===== config.mk =====
export PLATFORM = sky130hd
export DESIGN_NAME = datapath
export DESIGN_NICKNAME = d
export VERILOG_FILES = /design/src/cpu_ctrl_pkg.sv /design/src/datapath.sv
export VERILOG_INCLUDE_DIRS = /design/src /design/src/include
export SDC_FILE = /design/constraint.sdc
export NUM_CORES = 2
export LEC_CHECK = 0
export BUFFER_PORTS_ARGS = -buffer_cell sky130_fd_sc_hd__buf_2
export CAP_MARGIN = 20
export CELL_PAD_IN_SITES_DETAIL_PLACEMENT = 1
export CELL_PAD_IN_SITES_GLOBAL_PLACEMENT = 1
export CORE_ASPECT_RATIO = 0.8
export CORE_MARGIN = 2
export CORE_UTILIZATION = 50
export DETAILED_ROUTE_END_ITERATION = 8
export GPL_TIMING_DRIVEN = 0
export PLACE_DENSITY_LB_ADDON = 0.1
export SLEW_MARGIN = 20
export SYNTH_ARGS = -nofsm -noshare
export SYNTH_HDL_FRONTEND = slang
export SYNTH_SLANG_ARGS = --single-unit
export TNS_END_PERCENT = 50

===== constraint.sdc =====
create_clock -name clk -period 3.4 [get_ports clk]
set_input_delay 0.17 -clock clk [delete_from_list [all_inputs] [get_ports clk]]
set_output_delay 0.17 -clock clk [all_outputs]
set_load 0.01 [all_outputs]

===== src/include/cpu_macros.svh =====
`ifndef CPU_MACROS_SVH
`define CPU_MACROS_SVH

// Data word width in bits.
`define CPU_WORD_W 32
// RAM word-address bits, 256 words.
`define CPU_RAM_AW 8
// Register file entries, r31 doubles as the PC.
`define CPU_NREGS 32
// Micro-op counter width.
`define CPU_UOP_W 5
`define CPU_PC_REG 31

`endif

===== src/cpu_ctrl_pkg.sv =====
package cpu_ctrl_pkg;

  typedef enum logic [5:0] {
    OP_RESET = 6'd0,  // Clear PC, then fetch.
    OP_FETCH = 6'd1,  // Load opword at PC, bump PC.
    OP_LHU   = 6'd2,  // rD = zeroext(I).
    OP_ADDU  = 6'd3,  // rD = rS + zeroext(I).
    OP_ADD3  = 6'd4,  // rD = rA + rB.
    OP_SW    = 6'd5,  // [rD] = rS.
    OP_OR3   = 6'd6,  // rD = rA | rB.
    OP_LH    = 6'd7,  // rD = signext(I).
    OP_BEQ   = 6'd8,  // If rA == rB then PC += signext(I).
    OP_LW    = 6'd9,  // rD = [rS].
    OP_SLL   = 6'd10  // rD = rS << I[4:0].
  } opcode_t;

  typedef enum logic [3:0] {
    OUT_NONE       = 4'd0,  // Bus reads zero.
    OUT_REG        = 4'd1,
    OUT_TMP0       = 4'd2,
    OUT_TMP1       = 4'd3,
    OUT_MEM        = 4'd4,
    OUT_MLU        = 4'd5,
    OUT_SHIFTER    = 4'd6,
    OUT_CTRL_DATA  = 4'd8,  // Zero-extended ctrl_data.
    OUT_OPWORD_IMM = 4'd9   // Zero-extended opword[15:0].
  } out_sel_t;

  typedef enum logic [2:0] {
    IN_NONE, IN_REG, IN_TMP0, IN_TMP1, IN_MEM, IN_OPWORD, IN_OPCODE
  } in_sel_t;

  typedef enum logic [1:0] {
    REG_SEL_OPWORD0, REG_SEL_OPWORD1, REG_SEL_OPWORD2, REG_SEL_CTRL
  } reg_sel_t;

  typedef enum logic [1:0] {COND_ZERO, COND_CARRY, COND_NEG, COND_NONE} cond_sel_t;

  localparam logic OPC_FROM_OPWORD = 1'b0;
  localparam logic OPC_FROM_BUS    = 1'b1;

  typedef struct packed {
    logic [3:0] rsvd;         // Bits 31:28, always zero.
    cond_sel_t  cond_sel;     // Bits 27:26.
    logic       opcode_sel;   // Bit 25.
    logic       shift_arith;  // Bit 24, no arithmetic shift in this core.
    logic [1:0] shift_mode;   // Bits 23:22, a cpu_exec_pkg::shift_mode_t.
    logic       mlu_carry;    // Bit 21.
    logic [2:0] mlu_op;       // Bits 20:18, a cpu_exec_pkg::mlu_op_t.
    logic       misc;         // Bit 17, restarts the micro-op counter.
    in_sel_t    in_sel;       // Bits 16:14.
    out_sel_t   out_sel;      // Bits 13:10.
    reg_sel_t   reg_sel;      // Bits 9:8.
    logic [7:0] ctrl_data;    // Bits 7:0.
  } ctrl_word_t;

endpackage


===== src/datapath.sv =====
`timescale 1ns/1ps
`include "cpu_macros.svh"

module datapath (
  input  logic                     clk,
  input  logic                     rst_n,
  input  logic                     booted,
  input  cpu_ctrl_pkg::ctrl_word_t ctrl,
  input  logic [4:0]               reg_idx,
  input  logic [`CPU_WORD_W-1:0]   mlu_out,
  input  logic [`CPU_WORD_W-1:0]   shift_out,
  input  logic [`CPU_WORD_W-1:0]   mem_rdata,
  input  logic [4:0]               dbg_reg_addr,
  output logic [`CPU_WORD_W-1:0]   bus,
  output logic [`CPU_WORD_W-1:0]   tmp0,
  output logic [`CPU_WORD_W-1:0]   tmp1,
  output logic [`CPU_WORD_W-1:0]   opword,
  output logic [`CPU_WORD_W-1:0]   dbg_reg_data
);
  logic [`CPU_WORD_W-1:0] regs [`CPU_NREGS];

  // One bus source per cycle.
  always_comb begin
    case (ctrl.out_sel)
      cpu_ctrl_pkg::OUT_REG:        bus = regs[reg_idx];
      cpu_ctrl_pkg::OUT_TMP0:       bus = tmp0;
      cpu_ctrl_pkg::OUT_TMP1:       bus = tmp1;
      cpu_ctrl_pkg::OUT_MEM:        bus = mem_rdata;
      cpu_ctrl_pkg::OUT_MLU:        bus = mlu_out;
      cpu_ctrl_pkg::OUT_SHIFTER:    bus = shift_out;
      cpu_ctrl_pkg::OUT_CTRL_DATA:  bus = {{(`CPU_WORD_W-8){1'b0}}, ctrl.ctrl_data};
      cpu_ctrl_pkg::OUT_OPWORD_IMM: bus = {{(`CPU_WORD_W-16){1'b0}}, opword[15:0]};
      default:                      bus = '0;
    endcase
  end

  always_ff @(posedge clk or negedge rst_n) begin
    if (!rst_n) begin
      for (int i = 0; i < `CPU_NREGS; i++)
        regs[i] <= '0;
      tmp0   <= '0;
      tmp1   <= '0;
      opword <= '0;
    end else if (booted) begin
      case (ctrl.in_sel)
        cpu_ctrl_pkg::IN_REG:    regs[reg_idx] <= bus;
        cpu_ctrl_pkg::IN_TMP0:   tmp0 <= bus;
        cpu_ctrl_pkg::IN_TMP1:   tmp1 <= bus;
        cpu_ctrl_pkg::IN_OPWORD: opword <= bus;
        default: ;  // MEM and OPCODE captured elsewhere.
      endcase
    end
  end

  assign dbg_reg_data = regs[dbg_reg_addr];  // Any time, no clock.

endmodule


==> qor.yml <==
critical_path:
  worst-endpoint-required_ns: 3.23
  timing.critical_path.cells: "buf_2 -> buf_6 -> buf_6 -> buf_4 -> mux2i_1 -> o22ai_1 -> nor4_4 -> nand2_1 -> a221oi_4 -> buf_4 -> inv_1 -> buf_2"
  worst_ep_arrival_time_ns: 3.33
  start_kind: "primary input"
  slowest_delay_ns: 0.44
  critical_path_end_type: "output port"
  worst-setup-path-type: "primary input to output port"
  critical_path.slowest_cell: "nor4_4"
  critical_path.max_fanout: 10
global_route:
  use_met2: 0.6405
  global_route.peak_usage_layer: "met2"
  grt_antenna_before_repair: 9
  use_met3: 0.1860
  first_global_vias: 51270
  grt_start_max_net_pins: 136
  grt_pass1_wl_um: 379200
  global_route.overflow_total: 0
  groute.usage.overall: 0.4526
  globalRouteMet1Util: 0.6313
yosys:
  ys.warnings.count: 0
  synth_area_per_cell_um2: 10.46
  edff_count_synth: 0
  synth_flop_cell: "dfrtp_1"
  yosysUniqueCellTypes: 56
  synthArstFlopShare: 1.000
  synth.yosys.seq_area_share: 0.4874
  ys_ff_latch: 1120
  syn_inst: 5499
  synth_fp_nets: 5640
  synth.cell_area_um2: 57510
run:
  drv_cap: 0
timing:
  timing.final.crit_share: 1.028
  timing.slew.headroom: 0.1549
  fin_worst_skew_ns: 0.03354
  fin_setup_tns_ns: -0.8200
  slew_viol_final: 0
  max_freq_mhz: 286.0
  timing.final.hold_violations: 0
  tightestPinTransition_ns: 1.263
  crit_path_time_final_ns: 3.497
  rsz0062_at_grt: "yes"
  timing.final.setup_violations: 21
  finalWorstSetupSlack_ns: -0.09690
power_and_ir_drop:
  power_density_nw_per_um2: 541.3
  power_mw: 36.16
  power.static_leakage_nw: 30.17
  peakVddDrop_mv: 0.4757
final_layout:
  nets: 6086
  post_route_cells_drive_above_1_share: 0.2075
  post-route-cell-area_um2: 66810
  areaGrowthSynthToFinish_pct: 16.17
  final_cells: 7571
  final_cell_mix: "1163 x nor2_1, 1127 x a21oi_1, 1120 x dfrtp_1"
  final.fill_count: 12350
  final_common_cell: "nor2_1"
placement:
  io_buffer_count: 277
  place_area_um2: 61100
  dpl.hpwl_um: 206400
  finalWeightedCongestion: 0.9693
  post_place_cells: 7311
  place_ws_ns: -1.502
run_status:
  violations: "setup timing"
  status: "complete, but fails checks"
clock_network:
  tritoncts: "done"
  max-clock-path-buffers: 3
  clkTransAtPathRegs_ns: 0.06
  cts_made_buffers: 119
  clkLatencyLatePin_ns: 0.78
  maximum_level_of_the_cts_h_tree: 3
  clock_tree.root_cell: "clkbuf_16"
  clock_sink_count: 1120
drt:
  viasPerCell: 6.781
  num_vias: 51340
  routed_wirelength_normalized_by_instance_count_um: 35.46
  postRouteWirelength_um: 268500
  initialDrtViolationCount: 7096
  route.antenna.remaining_nets: 0
  route.detailed.drc: 0
  drt_pre_antenna_iters: 6
floorplanning:
  fp-row-count: 111
  initial_standard_cell_utilization_of_the_core: 0.5031
  width_of_the_die_um: 383.2
  core_region_area_um2: 114300
  number_of_placed_i_o_pins: 301
  floorplan.die_area_um2: 117800
  floorplan.die.height_um: 307.3
hold_path:
  holdCritPathClass: "primary input to asynchronous set/reset pin"
per-stage QoR:
| step | utilization | hold WS [ns] |
|---|---|---|
| floorplan | - | -0.1256 |
| global placement | 0.5319 | 0.5116 |
| detailed placement | 0.5346 | 0.1404 |
| CTS | 0.5791 | 0.01573 |
| global route | 0.5844 | 0.03085 |
| finish | 0.5845 | 0.03546 |
worst max-delay path, delay by kind of cell:
family	cells	cell delay, ns
muxes	1	0.43
and+or+nand+nor	2	0.74
buffers and inverters	7	1.39
AOI/OAI and AO/OA	2	0.56
sequential cells by signal, summed over array words and instances (netlist names):
name    cells
opword     32
tmp0       32
regs     1024
tmp1       32
where the power goes:
| part | total (mW) | leakage [nW] | switching [mW] | internal (mW) |
|---|---|---|---|---|
| clock network | 13.7 | 1.95 | 5.94 | 7.75 |
| logic | 6.57 | 13.2 | 4.11 | 2.46 |
| registers | 15.9 | 15.1 | 1.31 | 14.6 |
cells by family after synthesis:
family                 Yosys count  share of synthesized area
buffers and inverters          580                    0.04630
multiplexers                   886                     0.2169
AND/OR/NAND/NOR               1345                    0.09510
flip-flops                    1120                     0.4874
AO/OA/AOI/OAI                 1568                     0.1543
layout make-up:
cell class | instances | area [um2] | share of cell area
Antenna cell | 4 | 10.01 | 0.0001498
Buffer | 547 | 2796 | 0.04186
Tap cell | 1525 | 1908 | 0.02856
Clock inverter | 33 | 431.7 | 0.006461
Sequential cell | 1120 | 28030 | 0.4195
Clock buffer | 185 | 3547 | 0.05309
Timing Repair Buffer | 326 | 1984 | 0.02970
Inverter | 32 | 120.1 | 0.001798
Multi-Input combinational cell | 3799 | 27980 | 0.4189
synth_stat cells (all sizes together), types with 3 or more instances:
library cell,instances,area [um2]
nor2,1163,4365
a21oi,1146,5807
dfrtp,1120,28030
mux2i,595,5956
mux4,288,6486
clkbuf,279,1047
buf,269,1495
o22ai,257,1608
a22oi,68,510.5
nor4,64,400.4
nand2,52,195.2
inv,32,120.1
o21a,32,240.2
o21ai,16,80.08
nor2b,15,93.84
a222oi,9,90.09
a22o,8,70.07
a211oi,7,140.1
o221ai,7,61.31
nor3,6,50.05
and2,5,31.28
nand2b,5,31.28
nand3b,5,37.54
nand4b,5,43.79
a221oi,4,105.1
nand3,4,25.02
nand4bb,4,45.04
o32ai,4,35.03
or4b,4,40.04
a32oi,3,26.28
mux2,3,33.78
final timing paths:
kind	cells past startpoint	end	slack (ns)	start
worst max-delay path	12	bus[28]	-0.1	reg_idx[1]
worst min-delay path	3	regs[232]	0.04	rst_n
worst max register to register	8	regs[252]	0.48	regs[156]
worst min register to register	2	opword[28]	0.54	opword[28]
max in group asynchronous	5	opword[22]	1.61	rst_n
min in group clk	6	regs[835]	0.04	mlu_out[3]
layer usage:
layer / up-vias / share of wire
met2: 3215 / 0.42
li1: 20770 / -
met3: 398 / 0.14
met1: 26960 / 0.40
met5: - / 0.00047
met4: 6 / 0.034
timing repair:
item | 4_1_cts | 5_1_grt
buffers inserted | 36 | 0
resized for setup | 169 | 130
pin swaps | 34 | 8
endpoints found under the setup margin | 1093 | 46
hold buffers | 2 | 0
cloned | 0 | 0
endpoints found under the hold margin | 426 | 0
No activity file was read; power rests on OpenSTA's default activity.
