[src/include/cpu_macros.svh]
`ifndef CPU_MACROS_SVH
`define CPU_MACROS_SVH

// Data word width in bits.
`define CPU_WORD_W 32
// RAM word-address bits, 256 words.
`define CPU_RAM_AW 8
// Register file entries, r31 doubles as the PC.
`define CPU_NREGS 32
// Micro-op counter width.
`define CPU_UOP_W 5
`define CPU_PC_REG 31

`endif
[src/cpu_exec_pkg.sv]
package cpu_exec_pkg;

  typedef enum logic [2:0] {
    MLU_ADD  = 3'd0,  // A + B + cin.
    MLU_SUB  = 3'd1,  // A + ~B + cin.
    MLU_AND  = 3'd2,
    MLU_OR   = 3'd3,
    MLU_ANOT = 3'd4   // A & ~B.
  } mlu_op_t;

  typedef enum logic [1:0] {
    SHIFT_NONE      = 2'd0,  // Pass TMP0.
    SHIFT_LEFT      = 2'd1,
    SHIFT_SIGNEXT16 = 2'd2
  } shift_mode_t;

endpackage

[src/exec_unit.sv]
`timescale 1ns/1ps
`include "cpu_macros.svh"

module exec_unit (
  input  logic [`CPU_WORD_W-1:0]  tmp0,
  input  logic [`CPU_WORD_W-1:0]  tmp1,
  input  cpu_exec_pkg::mlu_op_t   mlu_op,
  input  logic                    mlu_carry,
  input  cpu_exec_pkg::shift_mode_t shift_mode,
  output logic [`CPU_WORD_W-1:0]  mlu_out,
  output logic [`CPU_WORD_W-1:0]  shift_out,
  output logic                    flag_zero,
  output logic                    flag_carry,
  output logic                    flag_neg
);
  logic [`CPU_WORD_W:0] sum;  // Carry in the top bit.

  always_comb begin
    sum = '0;
    case (mlu_op)
      cpu_exec_pkg::MLU_ADD:  sum = {1'b0, tmp0} + {1'b0, tmp1} + mlu_carry;
      cpu_exec_pkg::MLU_SUB:  sum = {1'b0, tmp0} + {1'b0, ~tmp1} + mlu_carry;
      cpu_exec_pkg::MLU_AND:  sum[`CPU_WORD_W-1:0] = tmp0 & tmp1;
      cpu_exec_pkg::MLU_OR:   sum[`CPU_WORD_W-1:0] = tmp0 | tmp1;
      cpu_exec_pkg::MLU_ANOT: sum[`CPU_WORD_W-1:0] = tmp0 & ~tmp1;
      default: ;
    endcase
  end

  assign mlu_out    = sum[`CPU_WORD_W-1:0];
  assign flag_zero  = (mlu_out == '0);
  assign flag_carry = sum[`CPU_WORD_W];
  assign flag_neg   = mlu_out[`CPU_WORD_W-1];

  always_comb begin
    case (shift_mode)
      cpu_exec_pkg::SHIFT_LEFT:      shift_out = tmp0 << tmp1[4:0];
      cpu_exec_pkg::SHIFT_SIGNEXT16: shift_out = {{(`CPU_WORD_W-16){tmp0[15]}}, tmp0[15:0]};
      default:                       shift_out = tmp0;
    endcase
  end

endmodule

[config.mk]
export PLATFORM = sky130hd
export DESIGN_NAME = exec_unit
export DESIGN_NICKNAME = d
export VERILOG_FILES = /design/src/cpu_exec_pkg.sv /design/src/exec_unit.sv
export VERILOG_INCLUDE_DIRS = /design/src /design/src/include
export SDC_FILE = /design/constraint.sdc
export NUM_CORES = 1
export LEC_CHECK = 0
export ABC_AREA = 1
export BUFFER_PORTS_ARGS = -buffer_cell sky130_fd_sc_hd__buf_2
export CORE_MARGIN = 10
export CORE_UTILIZATION = 55
export DETAILED_ROUTE_END_ITERATION = 16
export GPL_TIMING_DRIVEN = 0
export PLACE_DENSITY = 0.88
export RECOVER_POWER = 25
export SLEW_MARGIN = 15
export SYNTH_ARGS = -nofsm -noshare
export SYNTH_HDL_FRONTEND = slang
export SYNTH_SLANG_ARGS = --single-unit
[constraint.sdc]
create_clock -name vclk -period 3.3
set_input_delay 0.33 -clock vclk [all_inputs]
set_output_delay 0.33 -clock vclk [all_outputs]
set_load 0.005 [all_outputs]
==> flow_summary.json, run 1 <==
{
  "run_status": "finished with violations",
  "failed_checks": "setup timing",
  "groute.layer.met3.usage": 0.0591,
  "timing.critical_path.fanout_max": 5,
  "cell_family_with_the_largest_share_of_critical_path_delay": "buffers and inverters",
  "grtUsageMet2": 0.575,
  "postLayoutCoreUtil": 0.648,
  "timing.final.hold_violations": 0,
  "netlist-cell-type-count": 40,
  "core_region_area_mm2": 0.0151,
  "io_pins": 137,
  "wire_length_of_the_first_global_routing_pass_um": 57800,
  "detail_route.wirelength_um": 38400,
  "hold_path_end": "shift_out[26]",
  "power.share.switching": 0.677,
  "layout.clock_buffers": 0,
  "grt_setup_unrepaired": "yes",
  "final_max_slew_viol_count": 0,
  "n_sequential_cell": 0,
  "starting_drc_count_in_detailed_routing": 1596,
  "timing.critical_path.mode_cell": "sky130_fd_sc_hd__buf_4",
  "multiInputGateArea_mm2": 0.00729,
  "p_leak_nw": 5.68,
  "setup_viol_count_final": 2,
  "initial_util": 0.558,
  "post-place-ws_ps": -1090,
  "post_route_cells_drive_above_1_share": 0.150,
  "synth.cell_area_mm2": 0.00842,
  "final_area_mm2": 0.00978,
  "hold_path_startpoint": "tmp0[26]",
  "dr_total_vias": 11923,
  "area_delta_synth_final_pct": 16.2,
  "grt_pass1_vias": 10936,
  "syn_inst": 1681,
  "min-delay-path-class": "input pin to output pin",
  "layout.area.seq_um2": 0,
  "grt-ovfl-total": 0,
  "path_buf_inv": 13,
  "timing.fmax_ghz": 0.297,
  "cp-end-kind": "output pin",
  "design.die.area_mm2": 0.0207,
  "die_w_um": 144,
  "hold_slack_ps": 1070,
  "finalWorstSetupSlack_ps": -62.5,
  "layout.filler_cells": 1583,
  "worst_ep_arrival_time_ps": 3030,
  "combPwrFrac": 1.000,
  "via_per_inst": 5.91,
  "critPathLaunchType": "input pin",
  "synthesis.yosys.warnings": 0,
  "detailed_router_iteration_count_before_antenna_repair": 6,
  "drt.antenna.violating_nets": 0,
  "pin_count_of_the_biggest_net_entering_global_routing": 19,
  "final.min_clock_period_ps": 3360,
  "critPathSlowestCell": "sky130_fd_sc_hd__fa_2",
  "int_pwr_mw": 0.566,
  "track_usage": 0.354,
  "p_seq_frac": 0,
  "layout_worst_path_cycle_share": 1.02,
  "gp_routability_congestion": 1.10,
  "crit_chain": "buf_8, buf_8, clkinvlp_4, fa_2, inv_2, fa_2, nand2_4, nand3_4, nand2_4, inv_2, nand2_1, nand3_2, o21ai_2, nor2_2, buf_4, buf_4, buf_4, buf_4, buf_4, buf_4, inv_1, buf_2",
  "p_switching_mw": 1.19,
  "synth.yosys.seq_area_share": 0,
  "remaining_drc_errors": 0,
  "globalRouteMet1Util": 0.445,
  "critical-path-max-stage-delay_ps": 410,
  "holdBufCountCts": 0,
  "final_nets": 2009,
  "worst_hold_path.num_cells": 4,
  "grt_antenna_before_repair": 1,
  "max_cap_viol_count": 0,
  "io_buffer_count": 137,
  "num_rows": 45,
  "power_frac_clock": 0,
  "worst_margin_slew_ps": 1340,
  "postSynthNetCount": 1858,
  "dieHeight_um": 144,
  "dp_hpwl_um": 32800,
  "global_route.peak_usage_layer": "met2",
  "place_area_mm2": 0.00934,
  "power_per_cell_area_mw_per_mm2": 179,
  "syn_avg_cell_area_um2": 5.01,
  "setup.worst_path.class": "input pin to output pin",
  "crit_cells": 22,
  "peak_supply_drop_mv": 0.105,
  "slew_headroom": 0.103,
  "per_cell_routed_wire_length_um": 19.0,
  "timing.critical_path.required_ps": 2970
}
routing by layer:
metal | up-vias | wire [um]
met5 | - | 0
met4 | 0 | 2150
met3 | 137 | 4550
met2 | 767 | 17000
met1 | 5355 | 14600
li1 | 5664 | -
power groups by stage:
stage	clock network (mW)	registers, mW	logic (mW)
finish	0.0000000405	0	1.75
global route	0.0000000405	0	1.91
CTS	0	0	1.63
detailed placement	0	0	1.58
global placement	0	0	1.56
floorplan	0	0	1.02
logic make-up after synthesis:
kind of cell,count (synthesis),synth area share
AND/OR/NAND/NOR,908,0.446
buffers and inverters,361,0.169
AO/OA/AOI/OAI,267,0.182
adder cells (fa/ha/maj),107,0.163
XOR/XNOR,30,0.0312
multiplexers,8,0.00951
cell usage after synthesis (7+ instances only):
cell                       number  area (um2)
sky130_fd_sc_hd__a21oi_1       61         305
sky130_fd_sc_hd__o221ai_1       7        61.3
sky130_fd_sc_hd__nor3_1        12        60.1
sky130_fd_sc_hd__o22ai_1       13        81.3
sky130_fd_sc_hd__mux2i_1        8        80.1
sky130_fd_sc_hd__a31oi_1       31         194
sky130_fd_sc_hd__inv_1        288        1080
sky130_fd_sc_hd__buf_2         32         160
sky130_fd_sc_hd__nand4_1       22         138
sky130_fd_sc_hd__ha_1         103        1290
sky130_fd_sc_hd__xor2_1        30         263
sky130_fd_sc_hd__nor2_1       176         661
sky130_fd_sc_hd__clkbuf_1      26        97.6
sky130_fd_sc_hd__nand2_1      518        1940
sky130_fd_sc_hd__o21bai_1      13        97.6
sky130_fd_sc_hd__or2_2          7        43.8
sky130_fd_sc_hd__nand3_1      156         781
sky130_fd_sc_hd__o21ai_0      113         566
tightest hold or removal path: cells and delay by family:
family | cells | cell delay [ps]
compound gates | 1 | 100
buf+inv | 3 | 310
cells in the final DEF (no fill, tap or decap), types with 5 or more instances in the layout:
| master | n |
|---|---|
| sky130_fd_sc_hd__a21oi_1 | 59 |
| sky130_fd_sc_hd__a31oi_1 | 31 |
| sky130_fd_sc_hd__a32oi_1 | 6 |
| sky130_fd_sc_hd__buf_2 | 156 |
| sky130_fd_sc_hd__buf_4 | 24 |
| sky130_fd_sc_hd__clkbuf_1 | 32 |
| sky130_fd_sc_hd__ha_1 | 101 |
| sky130_fd_sc_hd__inv_1 | 278 |
| sky130_fd_sc_hd__inv_2 | 9 |
| sky130_fd_sc_hd__mux2i_1 | 8 |
| sky130_fd_sc_hd__nand2_1 | 505 |
| sky130_fd_sc_hd__nand2_2 | 9 |
| sky130_fd_sc_hd__nand2_4 | 7 |
| sky130_fd_sc_hd__nand3_1 | 134 |
| sky130_fd_sc_hd__nand3_2 | 22 |
| sky130_fd_sc_hd__nand3b_1 | 5 |
| sky130_fd_sc_hd__nand4_1 | 22 |
| sky130_fd_sc_hd__nor2_1 | 160 |
| sky130_fd_sc_hd__nor2_2 | 15 |
| sky130_fd_sc_hd__nor3_1 | 11 |
| sky130_fd_sc_hd__o211ai_1 | 5 |
| sky130_fd_sc_hd__o21ai_0 | 111 |
| sky130_fd_sc_hd__o21bai_1 | 13 |
| sky130_fd_sc_hd__o221ai_1 | 7 |
| sky130_fd_sc_hd__o22ai_1 | 13 |
| sky130_fd_sc_hd__o32ai_1 | 5 |
| sky130_fd_sc_hd__or2_2 | 6 |
| sky130_fd_sc_hd__xor2_1 | 30 |
timing repair:
action | CTS | global route
endpoints found under the setup margin | 22 | 5
gates resized for setup | 45 | 59
buffers inserted | 13 | 4
pin swaps | 13 | 15
area by class of cell:
class | instances | area share
Timing Repair Buffer | 154 | 0.0834
Antenna cell | 1 | 0.000256
Inverter | 293 | 0.115
Tap cell | 188 | 0.0241
Buffer | 63 | 0.0315
Multi-Input combinational cell | 1320 | 0.746
metrics by stage:
step	TNS [ps]	std cells	power (mW)
after CTS	-50.8	2016	1.63
after global routing	-335	2019	1.91
after global placement	-4570	2006	1.56
after floorplan	0	1681	1.02
final	-121	2019	1.75
after detailed placement	-4930	2006	1.58
worst max path at each step:
stage | endpoint | from
finish | mlu_out[4] | tmp1[0]
detailed placement | flag_zero | tmp1[0]
floorplan | flag_zero | tmp1[0]
CTS | flag_zero | tmp1[0]
global placement | flag_zero | tmp1[0]
global route | flag_zero | tmp1[0]
(Power assumes the default switching activity.)
==> run 2, diff against run 1 <==
SKIP_LAST_GASP = 1   (was default)
clock period = 4.2 ns   (was 3.3 ns; I/O delays follow)
==> flow_summary.json, run 2 (same netlist as run 1, synthesis figures left out) <==
{
  "run_status": "finished clean",
  "dp_hpwl_um": 32800,
  "io_pins": 137,
  "max_cap_viol_count": 0,
  "hold_path_startpoint": "tmp0[0]",
  "critPathLaunchType": "input pin",
  "power_frac_clock": 0,
  "critical-path-max-stage-delay_ps": 410,
  "layout.filler_cells": 1645,
  "post-place-ws_ps": -369,
  "timing.fmax_ghz": 0.246,
  "grt_setup_unrepaired": "no",
  "peak_supply_drop_mv": 0.0750,
  "n_sequential_cell": 0,
  "io_buffer_count": 137,
  "worst_ep_arrival_time_ps": 3650,
  "cp-end-kind": "output pin",
  "via_per_inst": 5.86,
  "place_area_mm2": 0.00934,
  "grt_pass1_vias": 10824,
  "layout.clock_buffers": 0,
  "mostFrequentLayoutCell": "sky130_fd_sc_hd__nand2_1",
  "cell_family_with_the_largest_share_of_critical_path_delay": "simple AND/OR/NAND/NOR gates",
  "min-delay-path-class": "input pin to output pin",
  "core_region_area_mm2": 0.0151,
  "postLayoutCoreUtil": 0.620,
  "int_pwr_mw": 0.405,
  "combPwrFrac": 1.000,
  "wire_length_of_the_first_global_routing_pass_um": 57200,
  "timing.critical_path.required_ps": 3780,
  "antenna_cells_inserted": 0,
  "layout.area.seq_um2": 0,
  "holdBufCountCts": 0,
  "detailed_router_iteration_count_before_antenna_repair": 6,
  "setup.worst_path.class": "input pin to output pin",
  "path_buf_inv": 4,
  "worst_margin_slew_ps": 746,
  "setup.worst_path.start": "tmp1[1]",
  "design.die.area_mm2": 0.0207,
  "timing.critical_path.fanout_max": 11,
  "final_area_mm2": 0.00936,
  "worst_hold_path.num_cells": 4,
  "initial_util": 0.558,
  "die_w_um": 144,
  "p_leak_nw": 5.53,
  "per_cell_routed_wire_length_um": 18.9,
  "dieHeight_um": 144,
  "timing.critical_path.mode_cell": "sky130_fd_sc_hd__nand2_1",
  "area_delta_synth_final_pct": 11.2,
  "hold_path_end": "mlu_out[0]",
  "drt.antenna.violating_nets": 0,
  "p_switching_mw": 0.890,
  "starting_drc_count_in_detailed_routing": 1542,
  "grt_antenna_before_repair": 0,
  "remaining_drc_errors": 0,
  "pin_count_of_the_biggest_net_entering_global_routing": 19,
  "final_nets": 1994,
  "layout_common_cells": "sky130_fd_sc_hd__nand2_1 (518), sky130_fd_sc_hd__inv_1 (287), sky130_fd_sc_hd__nor2_1 (174), sky130_fd_sc_hd__buf_2 (165), sky130_fd_sc_hd__nand3_1 (156)",
  "power.share.switching": 0.687,
  "timing.final.hold_violations": 0,
  "slew_headroom": 0.500,
  "post_route_cells_drive_above_1_share": 0.111,
  "final_max_slew_viol_count": 0,
  "layout_worst_path_cycle_share": 0.970,
  "finalWorstSetupSlack_ps": 127,
  "final.min_clock_period_ps": 4070,
  "num_rows": 45,
  "critPathSlowestCell": "sky130_fd_sc_hd__ha_1",
  "gp_routability_congestion": 1.10,
  "dr_total_vias": 11729,
  "track_usage": 0.351,
  "crit_chain": "buf_2, clkinvlp_4, clkbuf_2, ha_1, nor2_1, nand2_1, nand2_1, nand2_1, nand2_1, nand2_1, nand2_1, nand2_1, nand2_1, nor2_1, nor2_1, nand3_1, nor2_4, nand3_1, nor2_1, buf_2",
  "p_seq_frac": 0,
  "detail_route.wirelength_um": 37800,
  "setup_viol_count_final": 0,
  "power_per_cell_area_mw_per_mm2": 138,
  "grt-ovfl-total": 0
}
[run 2: worst max path at each step]
stage,to,cells past startpoint
floorplan,flag_zero,22
global placement,flag_zero,22
detailed placement,flag_zero,22
CTS,flag_zero,20
global route,flag_zero,20
finish,flag_zero,20
[run 2: power by group through the flow]
| stage | logic [mW] | clock network (mW) | registers, mW |
|---|---|---|---|
| final | 1.30 | 0 | 0 |
| after global routing | 1.42 | 0 | 0 |
| after CTS | 1.25 | 0 | 0 |
| after detailed placement | 1.24 | 0 | 0 |
| after global placement | 1.22 | 0 | 0 |
| after floorplan | 0.798 | 0 | 0 |
[run 2: timing repair]
item,in CTS,in global routing
endpoints found under the setup margin,1,2
setup buffers,1,0
resized for setup,4,7
pin swaps,0,0
cloned,0,0
[run 2: routing by layer]
layer,global-route usage,vias up,wire (um)
li1,-,5617,-
met1,0.441,5213,14600
met2,0.567,758,16400
met3,0.0614,141,4530
met4,0.170,0,2220
met5,0,-,0
[run 2: per-stage QoR]
step | hold slack (ps) | instances | total power [mW] | setup TNS (ps)
floorplan | 947 | 1681 | 0.798 | 0
global placement | 1230 | 2006 | 1.22 | -382
detailed placement | 1240 | 2006 | 1.24 | -369
CTS | 1250 | 2005 | 1.25 | 0
global route | 1280 | 2003 | 1.42 | 0
finish | 1250 | 2003 | 1.30 | 0
[run 2: tightest hold or removal path: cells and delay by family]
kind	cells	cell delay [ps]
simple gates	2	180
buf+inv	2	230
[run 2: cell type report]
cell class / count / area, um2 / share of cell area
timing repair buffer: 138 / 696 / 0.0743
buffer: 64 / 303 / 0.0324
inverter: 293 / 1110 / 0.119
tap: 188 / 235 / 0.0251
multi-input combinational: 1320 / 7010 / 0.749
