==> src/include/cpu_macros.svh <==
`ifndef CPU_MACROS_SVH
`define CPU_MACROS_SVH

// Data word width in bits.
`define CPU_WORD_W 32
// RAM word-address bits, 256 words.
`define CPU_RAM_AW 8
// Register file entries, r31 doubles as the PC.
`define CPU_NREGS 32
// Micro-op counter width.
`define CPU_UOP_W 5
`define CPU_PC_REG 31

`endif
==> src/cpu_ctrl_pkg.sv <==
package cpu_ctrl_pkg;

  typedef enum logic [5:0] {
    OP_RESET = 6'd0,  // Clear PC, then fetch.
    OP_FETCH = 6'd1,  // Load opword at PC, bump PC.
    OP_LHU   = 6'd2,  // rD = zeroext(I).
    OP_ADDU  = 6'd3,  // rD = rS + zeroext(I).
    OP_ADD3  = 6'd4,  // rD = rA + rB.
    OP_SW    = 6'd5,  // [rD] = rS.
    OP_OR3   = 6'd6,  // rD = rA | rB.
    OP_LH    = 6'd7,  // rD = signext(I).
    OP_BEQ   = 6'd8,  // If rA == rB then PC += signext(I).
    OP_LW    = 6'd9,  // rD = [rS].
    OP_SLL   = 6'd10  // rD = rS << I[4:0].
  } opcode_t;

  typedef enum logic [3:0] {
    OUT_NONE       = 4'd0,  // Bus reads zero.
    OUT_REG        = 4'd1,
    OUT_TMP0       = 4'd2,
    OUT_TMP1       = 4'd3,
    OUT_MEM        = 4'd4,
    OUT_MLU        = 4'd5,
    OUT_SHIFTER    = 4'd6,
    OUT_CTRL_DATA  = 4'd8,  // Zero-extended ctrl_data.
    OUT_OPWORD_IMM = 4'd9   // Zero-extended opword[15:0].
  } out_sel_t;

  typedef enum logic [2:0] {
    IN_NONE, IN_REG, IN_TMP0, IN_TMP1, IN_MEM, IN_OPWORD, IN_OPCODE
  } in_sel_t;

  typedef enum logic [1:0] {
    REG_SEL_OPWORD0, REG_SEL_OPWORD1, REG_SEL_OPWORD2, REG_SEL_CTRL
  } reg_sel_t;

  typedef enum logic [1:0] {COND_ZERO, COND_CARRY, COND_NEG, COND_NONE} cond_sel_t;

  localparam logic OPC_FROM_OPWORD = 1'b0;
  localparam logic OPC_FROM_BUS    = 1'b1;

  typedef struct packed {
    logic [3:0] rsvd;         // Bits 31:28, always zero.
    cond_sel_t  cond_sel;     // Bits 27:26.
    logic       opcode_sel;   // Bit 25.
    logic       shift_arith;  // Bit 24, no arithmetic shift in this core.
    logic [1:0] shift_mode;   // Bits 23:22, a cpu_exec_pkg::shift_mode_t.
    logic       mlu_carry;    // Bit 21.
    logic [2:0] mlu_op;       // Bits 20:18, a cpu_exec_pkg::mlu_op_t.
    logic       misc;         // Bit 17, restarts the micro-op counter.
    in_sel_t    in_sel;       // Bits 16:14.
    out_sel_t   out_sel;      // Bits 13:10.
    reg_sel_t   reg_sel;      // Bits 9:8.
    logic [7:0] ctrl_data;    // Bits 7:0.
  } ctrl_word_t;

endpackage

==> src/control_logic.sv <==
`timescale 1ns/1ps
`include "cpu_macros.svh"

module control_logic (
  input  logic                       clk,
  input  logic                       rst_n,
  input  logic                       booted,
  input  cpu_ctrl_pkg::ctrl_word_t   ctrl,
  input  logic [`CPU_WORD_W-1:0]     bus,
  input  logic [`CPU_WORD_W-1:0]     opword,
  input  logic                       flag_zero,
  input  logic                       flag_carry,
  input  logic                       flag_neg,
  output logic [11:0]                uaddr,
  output logic [4:0]                 reg_idx
);
  cpu_ctrl_pkg::opcode_t opcode;    // Current instruction.
  logic [`CPU_UOP_W-1:0] uop_cnt;   // Step within it.
  logic                  cond;      // Flag seen by the next step.
  logic                  cond_next;

  always_comb begin
    case (ctrl.cond_sel)
      cpu_ctrl_pkg::COND_ZERO:  cond_next = flag_zero;
      cpu_ctrl_pkg::COND_CARRY: cond_next = flag_carry;
      cpu_ctrl_pkg::COND_NEG:   cond_next = flag_neg;
      default:                  cond_next = 1'b0;
    endcase
  end

  always_ff @(posedge clk or negedge rst_n) begin
    if (!rst_n) begin
      opcode  <= cpu_ctrl_pkg::OP_RESET;
      uop_cnt <= '0;
      cond    <= 1'b0;
    end else begin
      cond <= cond_next;
      if (booted) begin
        uop_cnt <= ctrl.misc ? '0 : uop_cnt + 1'b1;
        if (ctrl.in_sel == cpu_ctrl_pkg::IN_OPCODE)
          opcode <= (ctrl.opcode_sel == cpu_ctrl_pkg::OPC_FROM_BUS) ?
                    cpu_ctrl_pkg::opcode_t'(bus[5:0]) :
                    cpu_ctrl_pkg::opcode_t'(opword[31:26]);
      end
    end
  end

  assign uaddr = {cond, opcode, uop_cnt};

  always_comb begin
    case (ctrl.reg_sel)
      cpu_ctrl_pkg::REG_SEL_OPWORD0: reg_idx = opword[25:21];  // rD.
      cpu_ctrl_pkg::REG_SEL_OPWORD1: reg_idx = opword[20:16];  // rS / rA.
      cpu_ctrl_pkg::REG_SEL_OPWORD2: reg_idx = opword[15:11];  // rB.
      default:                       reg_idx = ctrl.ctrl_data[4:0];
    endcase
  end

endmodule

==> config.mk <==
export PLATFORM = sky130hd
export DESIGN_NAME = control_logic
export DESIGN_NICKNAME = d
export VERILOG_FILES = /design/src/cpu_ctrl_pkg.sv /design/src/control_logic.sv
export VERILOG_INCLUDE_DIRS = /design/src /design/src/include
export SDC_FILE = /design/constraint.sdc
export NUM_CORES = 1
export LEC_CHECK = 0
export BUFFER_PORTS_ARGS = -buffer_cell sky130_fd_sc_hd__buf_2
export CORE_ASPECT_RATIO = 1.5
export CORE_MARGIN = 4
export CORE_UTILIZATION = 28
export CTS_CLUSTER_DIAMETER = 200
export DETAILED_ROUTE_END_ITERATION = 6
export PLACE_DENSITY = 0.78
export SYNTH_ARGS = -nofsm -noshare
export SYNTH_HDL_FRONTEND = slang
export SYNTH_SLANG_ARGS = --single-unit
==> constraint.sdc <==
create_clock -name clk -period 1.2 [get_ports clk]
set_input_delay 0.06 -clock clk [delete_from_list [all_inputs] [get_ports clk]]
set_output_delay 0.06 -clock clk [all_outputs]
set_load 0.05 [all_outputs]
==> results of run 1 <==
==> state kept, by name, indices dropped and copies added, names as in the netlist <==
signal   count
cond         1
uop_cnt      5
opcode       6
==> metrics by stage <==
step / hold WS (ps) / power, W / util (%) / std cells
after floorplan: -236 / 0.00108 / - / 64
after global placement: -47.1 / 0.00128 / 42.6 / 146
after detailed placement: -41.1 / 0.00130 / 42.6 / 146
after CTS: 25.5 / 0.00156 / 44.5 / 152
after global routing: 37.0 / 0.00163 / 44.5 / 152
final: 34.1 / 0.00153 / 44.5 / 152
==> cell type report <==
cell class                      instances  area, um^2
Tap cell                               24        30.0
Timing Repair Buffer                   65         335
Clock buffer                            4        26.3
Sequential cell                        12         304
Multi-Input combinational cell         43         392
Inverter                                4        15.0
Fill cell                             258        1380
==> worst max-delay path: stages, from the launching register on <==
cell and delay, ps:
dfrtp_2 440, ha_4 170, nand3_1 100, mux2i_1 180, o22ai_1 90
==> cell families after synthesis <==
family / after synthesis / synth area share [%]
buffers and inverters: 9 / 7.02
adders and majority gates: 1 / 1.71
muxes: 16 / 30.8
and+or+nand+nor: 15 / 11.3
AOI/OAI and AO/OA: 11 / 8.05
DFF: 12 / 41.1
==> repair_timing <==
action,CTS,global route
hold endpoints to repair,13,0
setup endpoints to repair,0,0
buffers inserted,0,0
hold buffers,2,0
==> routing by layer <==
| layer | part of all wire, % | global-route usage (%) |
|---|---|---|
| met5 | 0 | 0 |
| met4 | 2.6 | 8.92 |
| met3 | 11 | 1.47 |
| met2 | 53 | 24.2 |
| met1 | 34 | 11.5 |
==> power groups by stage <==
stage | Sequential (W) | Combinational [W] | Clock [W]
after floorplan | 0.000828 | 0.000256 | 0
after global placement | 0.000555 | 0.000723 | 0
after detailed placement | 0.000557 | 0.000741 | 0
after CTS | 0.000553 | 0.000744 | 0.000267
after global routing | 0.000566 | 0.000776 | 0.000284
final | 0.000549 | 0.000735 | 0.000250
==> cell usage in the layout (no fill, tap or decap) <==
cell type       n
mux2_2          2
o22ai_1         3
nand3_1         2
o21ai_0         4
nor2b_1         2
dlygate4sd3_1   2
dfrtp_2         3
mux2i_1         9
mux4_2          5
nand4b_2        1
nor2_1          1
o21ai_1         4
clkbuf_4        3
nand2_1         7
clkbuf_1        1
inv_1           4
buf_2          63
nand3b_1        2
dfrtp_1         9
ha_4            1
==> worst min path at each step <==
stage / from / endpoint / slack [ps]
final: flag_carry / cond$_DFF_PN0_ / 30
after global routing: ctrl[17] / uop_cnt[3]$_DFFE_PN0P_ / 40
after CTS: flag_carry / cond$_DFF_PN0_ / 30
after detailed placement: rst_n / cond$_DFF_PN0_ / -40
after global placement: rst_n / cond$_DFF_PN0_ / -50
after floorplan: rst_n / cond$_DFF_PN0_ / -240
==> impl_metrics.tcl, run 1 <==
set metrics [dict create \
    clk_latency_ps 260 \
    regToRegSetupSlack_ps 100 \
    endpoint_kind "register" \
    fmax_mhz 906 \
    row_count 22 \
    wire_per_inst_um 13.9 \
    core_area_um2 2480 \
    period_needed_ps 1100 \
    stdcell_area_um2 1100 \
    area_growth_pct 50.9 \
    hold_depth 3 \
    yosysTopAreaCell "dfrtp_1" \
    routed_wl_mm 2.11 \
    cts_buffers 3 \
    synth_area_um2 731 \
    synth_ff_type "dfrtp_1" \
    setup_ws_ps 96.1 \
    ctsResizeCount 0 \
    p_clk_share_pct 16.3 \
    drtAntennaViolNets 0 \
    critPathLaunchType "register" \
    hold_viol 0 \
    internal-power_w 0.000847 \
    die-area_um2 3510 \
    pre_cts_slack_ps 111 \
    hpwlAfterDp_mm 1.88 \
    report.final.slew_viol_count 0 \
    drt_pre_antenna_iters 2 \
    antenna_cells 0 \
    synth_warnings 0 \
    finalCritPeriodShare_pct 92.0 \
    power.density_nw_per_um2 1390 \
    crit_type "reg2reg" \
    grt_pass1_vias 809 \
    setup_violations 0 \
    relSlewSlack_pct 79.3 \
    num_vias 746 \
    worst_pin_slew_ps 310 \
    status "finished, final reports clean" \
    holdCritPathClass "in2reg" \
    drt_iter0_markers 3 \
    vdd_drop_max_v 0.000705 \
    grt.overflow.total 0 \
    vias_per_cell 4.91 \
    cts_buffer_depth 2 \
    die_y_um 70.6 \
    synth.avg_cell_area_um2 11.4 \
    nets 232 \
    synth_cell_types 18 \
    r2r_end "uop_cnt[4]$_DFFE_PN0P_" \
    start_util_pct 29.5 \
    p_switching_w 0.000687 \
    cp-endpoint "uop_cnt[4]$_DFFE_PN0P_" \
    h-tree-depth 1 \
    power.share.sequential_pct 35.8 \
    startpoint "uop_cnt[0]$_DFFE_PN0P_" \
    skew_ps 7.14 \
    antenna_found_initial 0 \
    yosys-top-cells-area "dfrtp_1 41%, mux4_2 15%, mux2i_1 12%" \
    die_w_um 49.7 \
    comb_power_share_pct 47.9 \
    r2r_start "uop_cnt[0]$_DFFE_PN0P_" \
    setup_tns_ps 0 \
    grt_usage_pct 12.5 \
    cp.required_ps 1340 \
    leakage_nw 0.596 \
    maxCapViolations 0 \
    syn-num-nets 167 \
    worstPathMaxFanout 5 \
    syn_inst 64 \
    place_area_um2 1060 \
    synth_edf_count 0 \
    cts_tree "yes" \
    worstRegToRegCells 4 \
    arrival_ps 1240 \
    async_reset_ff_share_pct 100 \
    globalplace.congestion 0.782 \
    rsz0062_at_grt "no" \
    synth_top_area_share_pct 41.1 \
    drc 0 \
    synthTopCellsByCount "12 x dfrtp_1, 9 x mux2i_1, 7 x nand2_1, 5 x mux4_2" \
    ys_ff_latch 12 \
    drive_gt1_share_pct 60.9 \
    root_buffer "clkbuf_4" \
    clk_pin_slew_ps 70 \
    io_pins 119 \
    synth_most_common_cell "dfrtp_1" \
    ys_seq_area_share_pct 41.1 \
    grt_max_degree 13 \
    grt_pass1_wl_mm 3.28 \
    io_buffers 63 \
    netSwitchingFraction_pct 44.8 \
    cts.sinks 12 \
]
(Power assumes the default switching activity.)
==> inputs of run 2 (changes only) <==
- GPL_TIMING_DRIVEN: unset -> 0
==> run 2 against run 1 <==
Effect of this change:
- total power increased by 1.2%
- die area did not move
- combinational power grew 1%
- design area up 1.9%
- register-to-register slack is essentially flat
- critical path depth unchanged
- clock-buffer cell count did not move
- highest routed layer unchanged
- utilization increased by 0.86 points
==> impl_metrics.tcl, run 2 (synthesized netlist as in run 1, its figures left out) <==
set metrics [dict create \
    final_common_cell "buf_2" \
    reg_top3 "opcode x6, uop_cnt x5, cond x1" \
    hpwlAfterDp_mm 1.91 \
    path_cells "ha_4, nand3_1, mux2i_1, o22ai_1" \
    num_vias 749 \
    largest-register "opcode" \
    cp_slowest_cell "dfrtp_2" \
    die_w_um 49.7 \
    antenna_cells 0 \
    status "finished, final reports clean" \
    drive_gt1_share_pct 61.5 \
    globalplace.congestion 0.799 \
    seqCellArea_um2 304 \
    layout_common_cells "62 x buf_2, 9 x mux2i_1, 9 x dfrtp_1" \
    skew_ps 4.75 \
    start_util_pct 29.5 \
    relSlewSlack_pct 81.2 \
    rsz0062_at_grt "no" \
    drc 0 \
    nets 234 \
    cts_buffer_depth 2 \
    fill_cells 251 \
    grt_max_degree 13 \
    arrival_ps 1240 \
    maxCapViolations 0 \
    root_buffer "clkbuf_4" \
    cts_tree "yes" \
    setup_violations 0 \
    h-tree-depth 1 \
    area_growth_pct 53.8 \
    clk_latency_ps 270 \
    worstPathMaxFanout 5 \
    clk_pin_slew_ps 80 \
    drt_pre_antenna_iters 3 \
    setup_tns_ps 0 \
    drt_iter0_markers 15 \
    critPathLaunchType "register" \
    drtAntennaViolNets 0 \
    routed_wl_mm 2.16 \
    report.final.slew_viol_count 0 \
    hold_viol 0 \
    endpoint_kind "register" \
    fmax_mhz 912 \
    vias_per_cell 4.86 \
    io_pins 119 \
    vdd_drop_max_v 0.000733 \
    slowest_delay_ps 440 \
    core_area_um2 2480 \
    largest_register_ffs 6 \
    pre_cts_slack_ps 111 \
    die-area_um2 3510 \
    cts_setup_buffers 0 \
    cp.required_ps 1350 \
    grt.overflow.total 0 \
    crit_type "reg2reg" \
    grt_usage_pct 12.6 \
    cts.sinks 12 \
    antenna_found_initial 0 \
    grt_pass1_wl_mm 3.30 \
    wire_per_inst_um 14.0 \
    cts_buffers 3 \
    finalCritPeriodShare_pct 91.4 \
    leakage_nw 0.607 \
    multi_input_comb_area_um2 392 \
    period_needed_ps 1100 \
    die_y_um 70.6 \
    holdCritPathClass "in2reg" \
    worst_pin_slew_ps 283 \
    io_buffers 60 \
    setup_ws_ps 103 \
    power.density_nw_per_um2 1380 \
    grt_pass1_vias 770 \
    row_count 22 \
]
## run 2: stage by stage
stage | power (W) | instances | area, um^2 | hold WS [ps] | util, %
2_1_floorplan | 0.00108 | 64 | 747 | -236 | -
3_3_place_gp | 0.00129 | 148 | 1080 | -48.1 | 43.5
3_5_place_dp | 0.00131 | 148 | 1080 | -40.6 | 43.5
4_1_cts | 0.00158 | 154 | 1120 | 30.8 | 45.4
5_1_grt | 0.00164 | 154 | 1120 | 44.2 | 45.4
6_report | 0.00155 | 154 | 1120 | 42.3 | 45.4
## run 2: layout make-up
cell class                 count  area share (%)
tap                           24            2.67
multi-input combinational     43            34.9
inverter                       4            1.34
sequential                    12            27.1
timing repair buffer          62            28.5
clock buffer                   4            2.34
buffer                         5            3.23
## run 2: path summary, 6_finish.rpt
kind                                        startpoint                      to  slack, ps  cells after the start
max in group asynchronous                        rst_n  uop_cnt[2]$_DFFE_PN0P_        750                      2
worst min register to register   opcode[2]$_DFFE_PN0P_   opcode[2]$_DFFE_PN0P_        480                      2
worst min-delay path                        flag_carry          cond$_DFF_PN0_         40                      3
worst max-delay path            uop_cnt[0]$_DFFE_PN0P_  uop_cnt[4]$_DFFE_PN0P_        100                      4
min in group asynchronous                        rst_n  uop_cnt[0]$_DFFE_PN0P_        200                      2
worst max register to register  uop_cnt[0]$_DFFE_PN0P_  uop_cnt[4]$_DFFE_PN0P_        100                      4
## run 2: worst max-delay path, delay by kind of cell (launching register included)
kind            cells  cell delay, ps
compound gates      1              80
mux                 1             190
fa+ha+maj           1             170
flops               1             440
simple gates        1              90
## run 2: power by group
| part | total (W) | switching, W | internal, W |
|---|---|---|---|
| combinational | 0.000744 | 0.000506 | 0.000238 |
| sequential | 0.000550 | 0.0000627 | 0.000487 |
| clock | 0.000259 | 0.000130 | 0.000129 |
| total | 0.00155 | 0.000698 | 0.000854 |
## run 2: per-layer routing
| metal | global-route usage, % | routed length, um | vias up |
|---|---|---|---|
| met5 | 0 | 0 | - |
| met4 | 8.92 | 55 | 0 |
| met3 | 2.53 | 270 | 4 |
| met2 | 22.7 | 1150 | 60 |
| met1 | 12.5 | 685 | 320 |
| li1 | - | - | 365 |
## run 2: repair_timing
action,CTS,global route
endpoints found under the hold margin,13,0
gates resized for setup,0,0
hold buffers,2,0
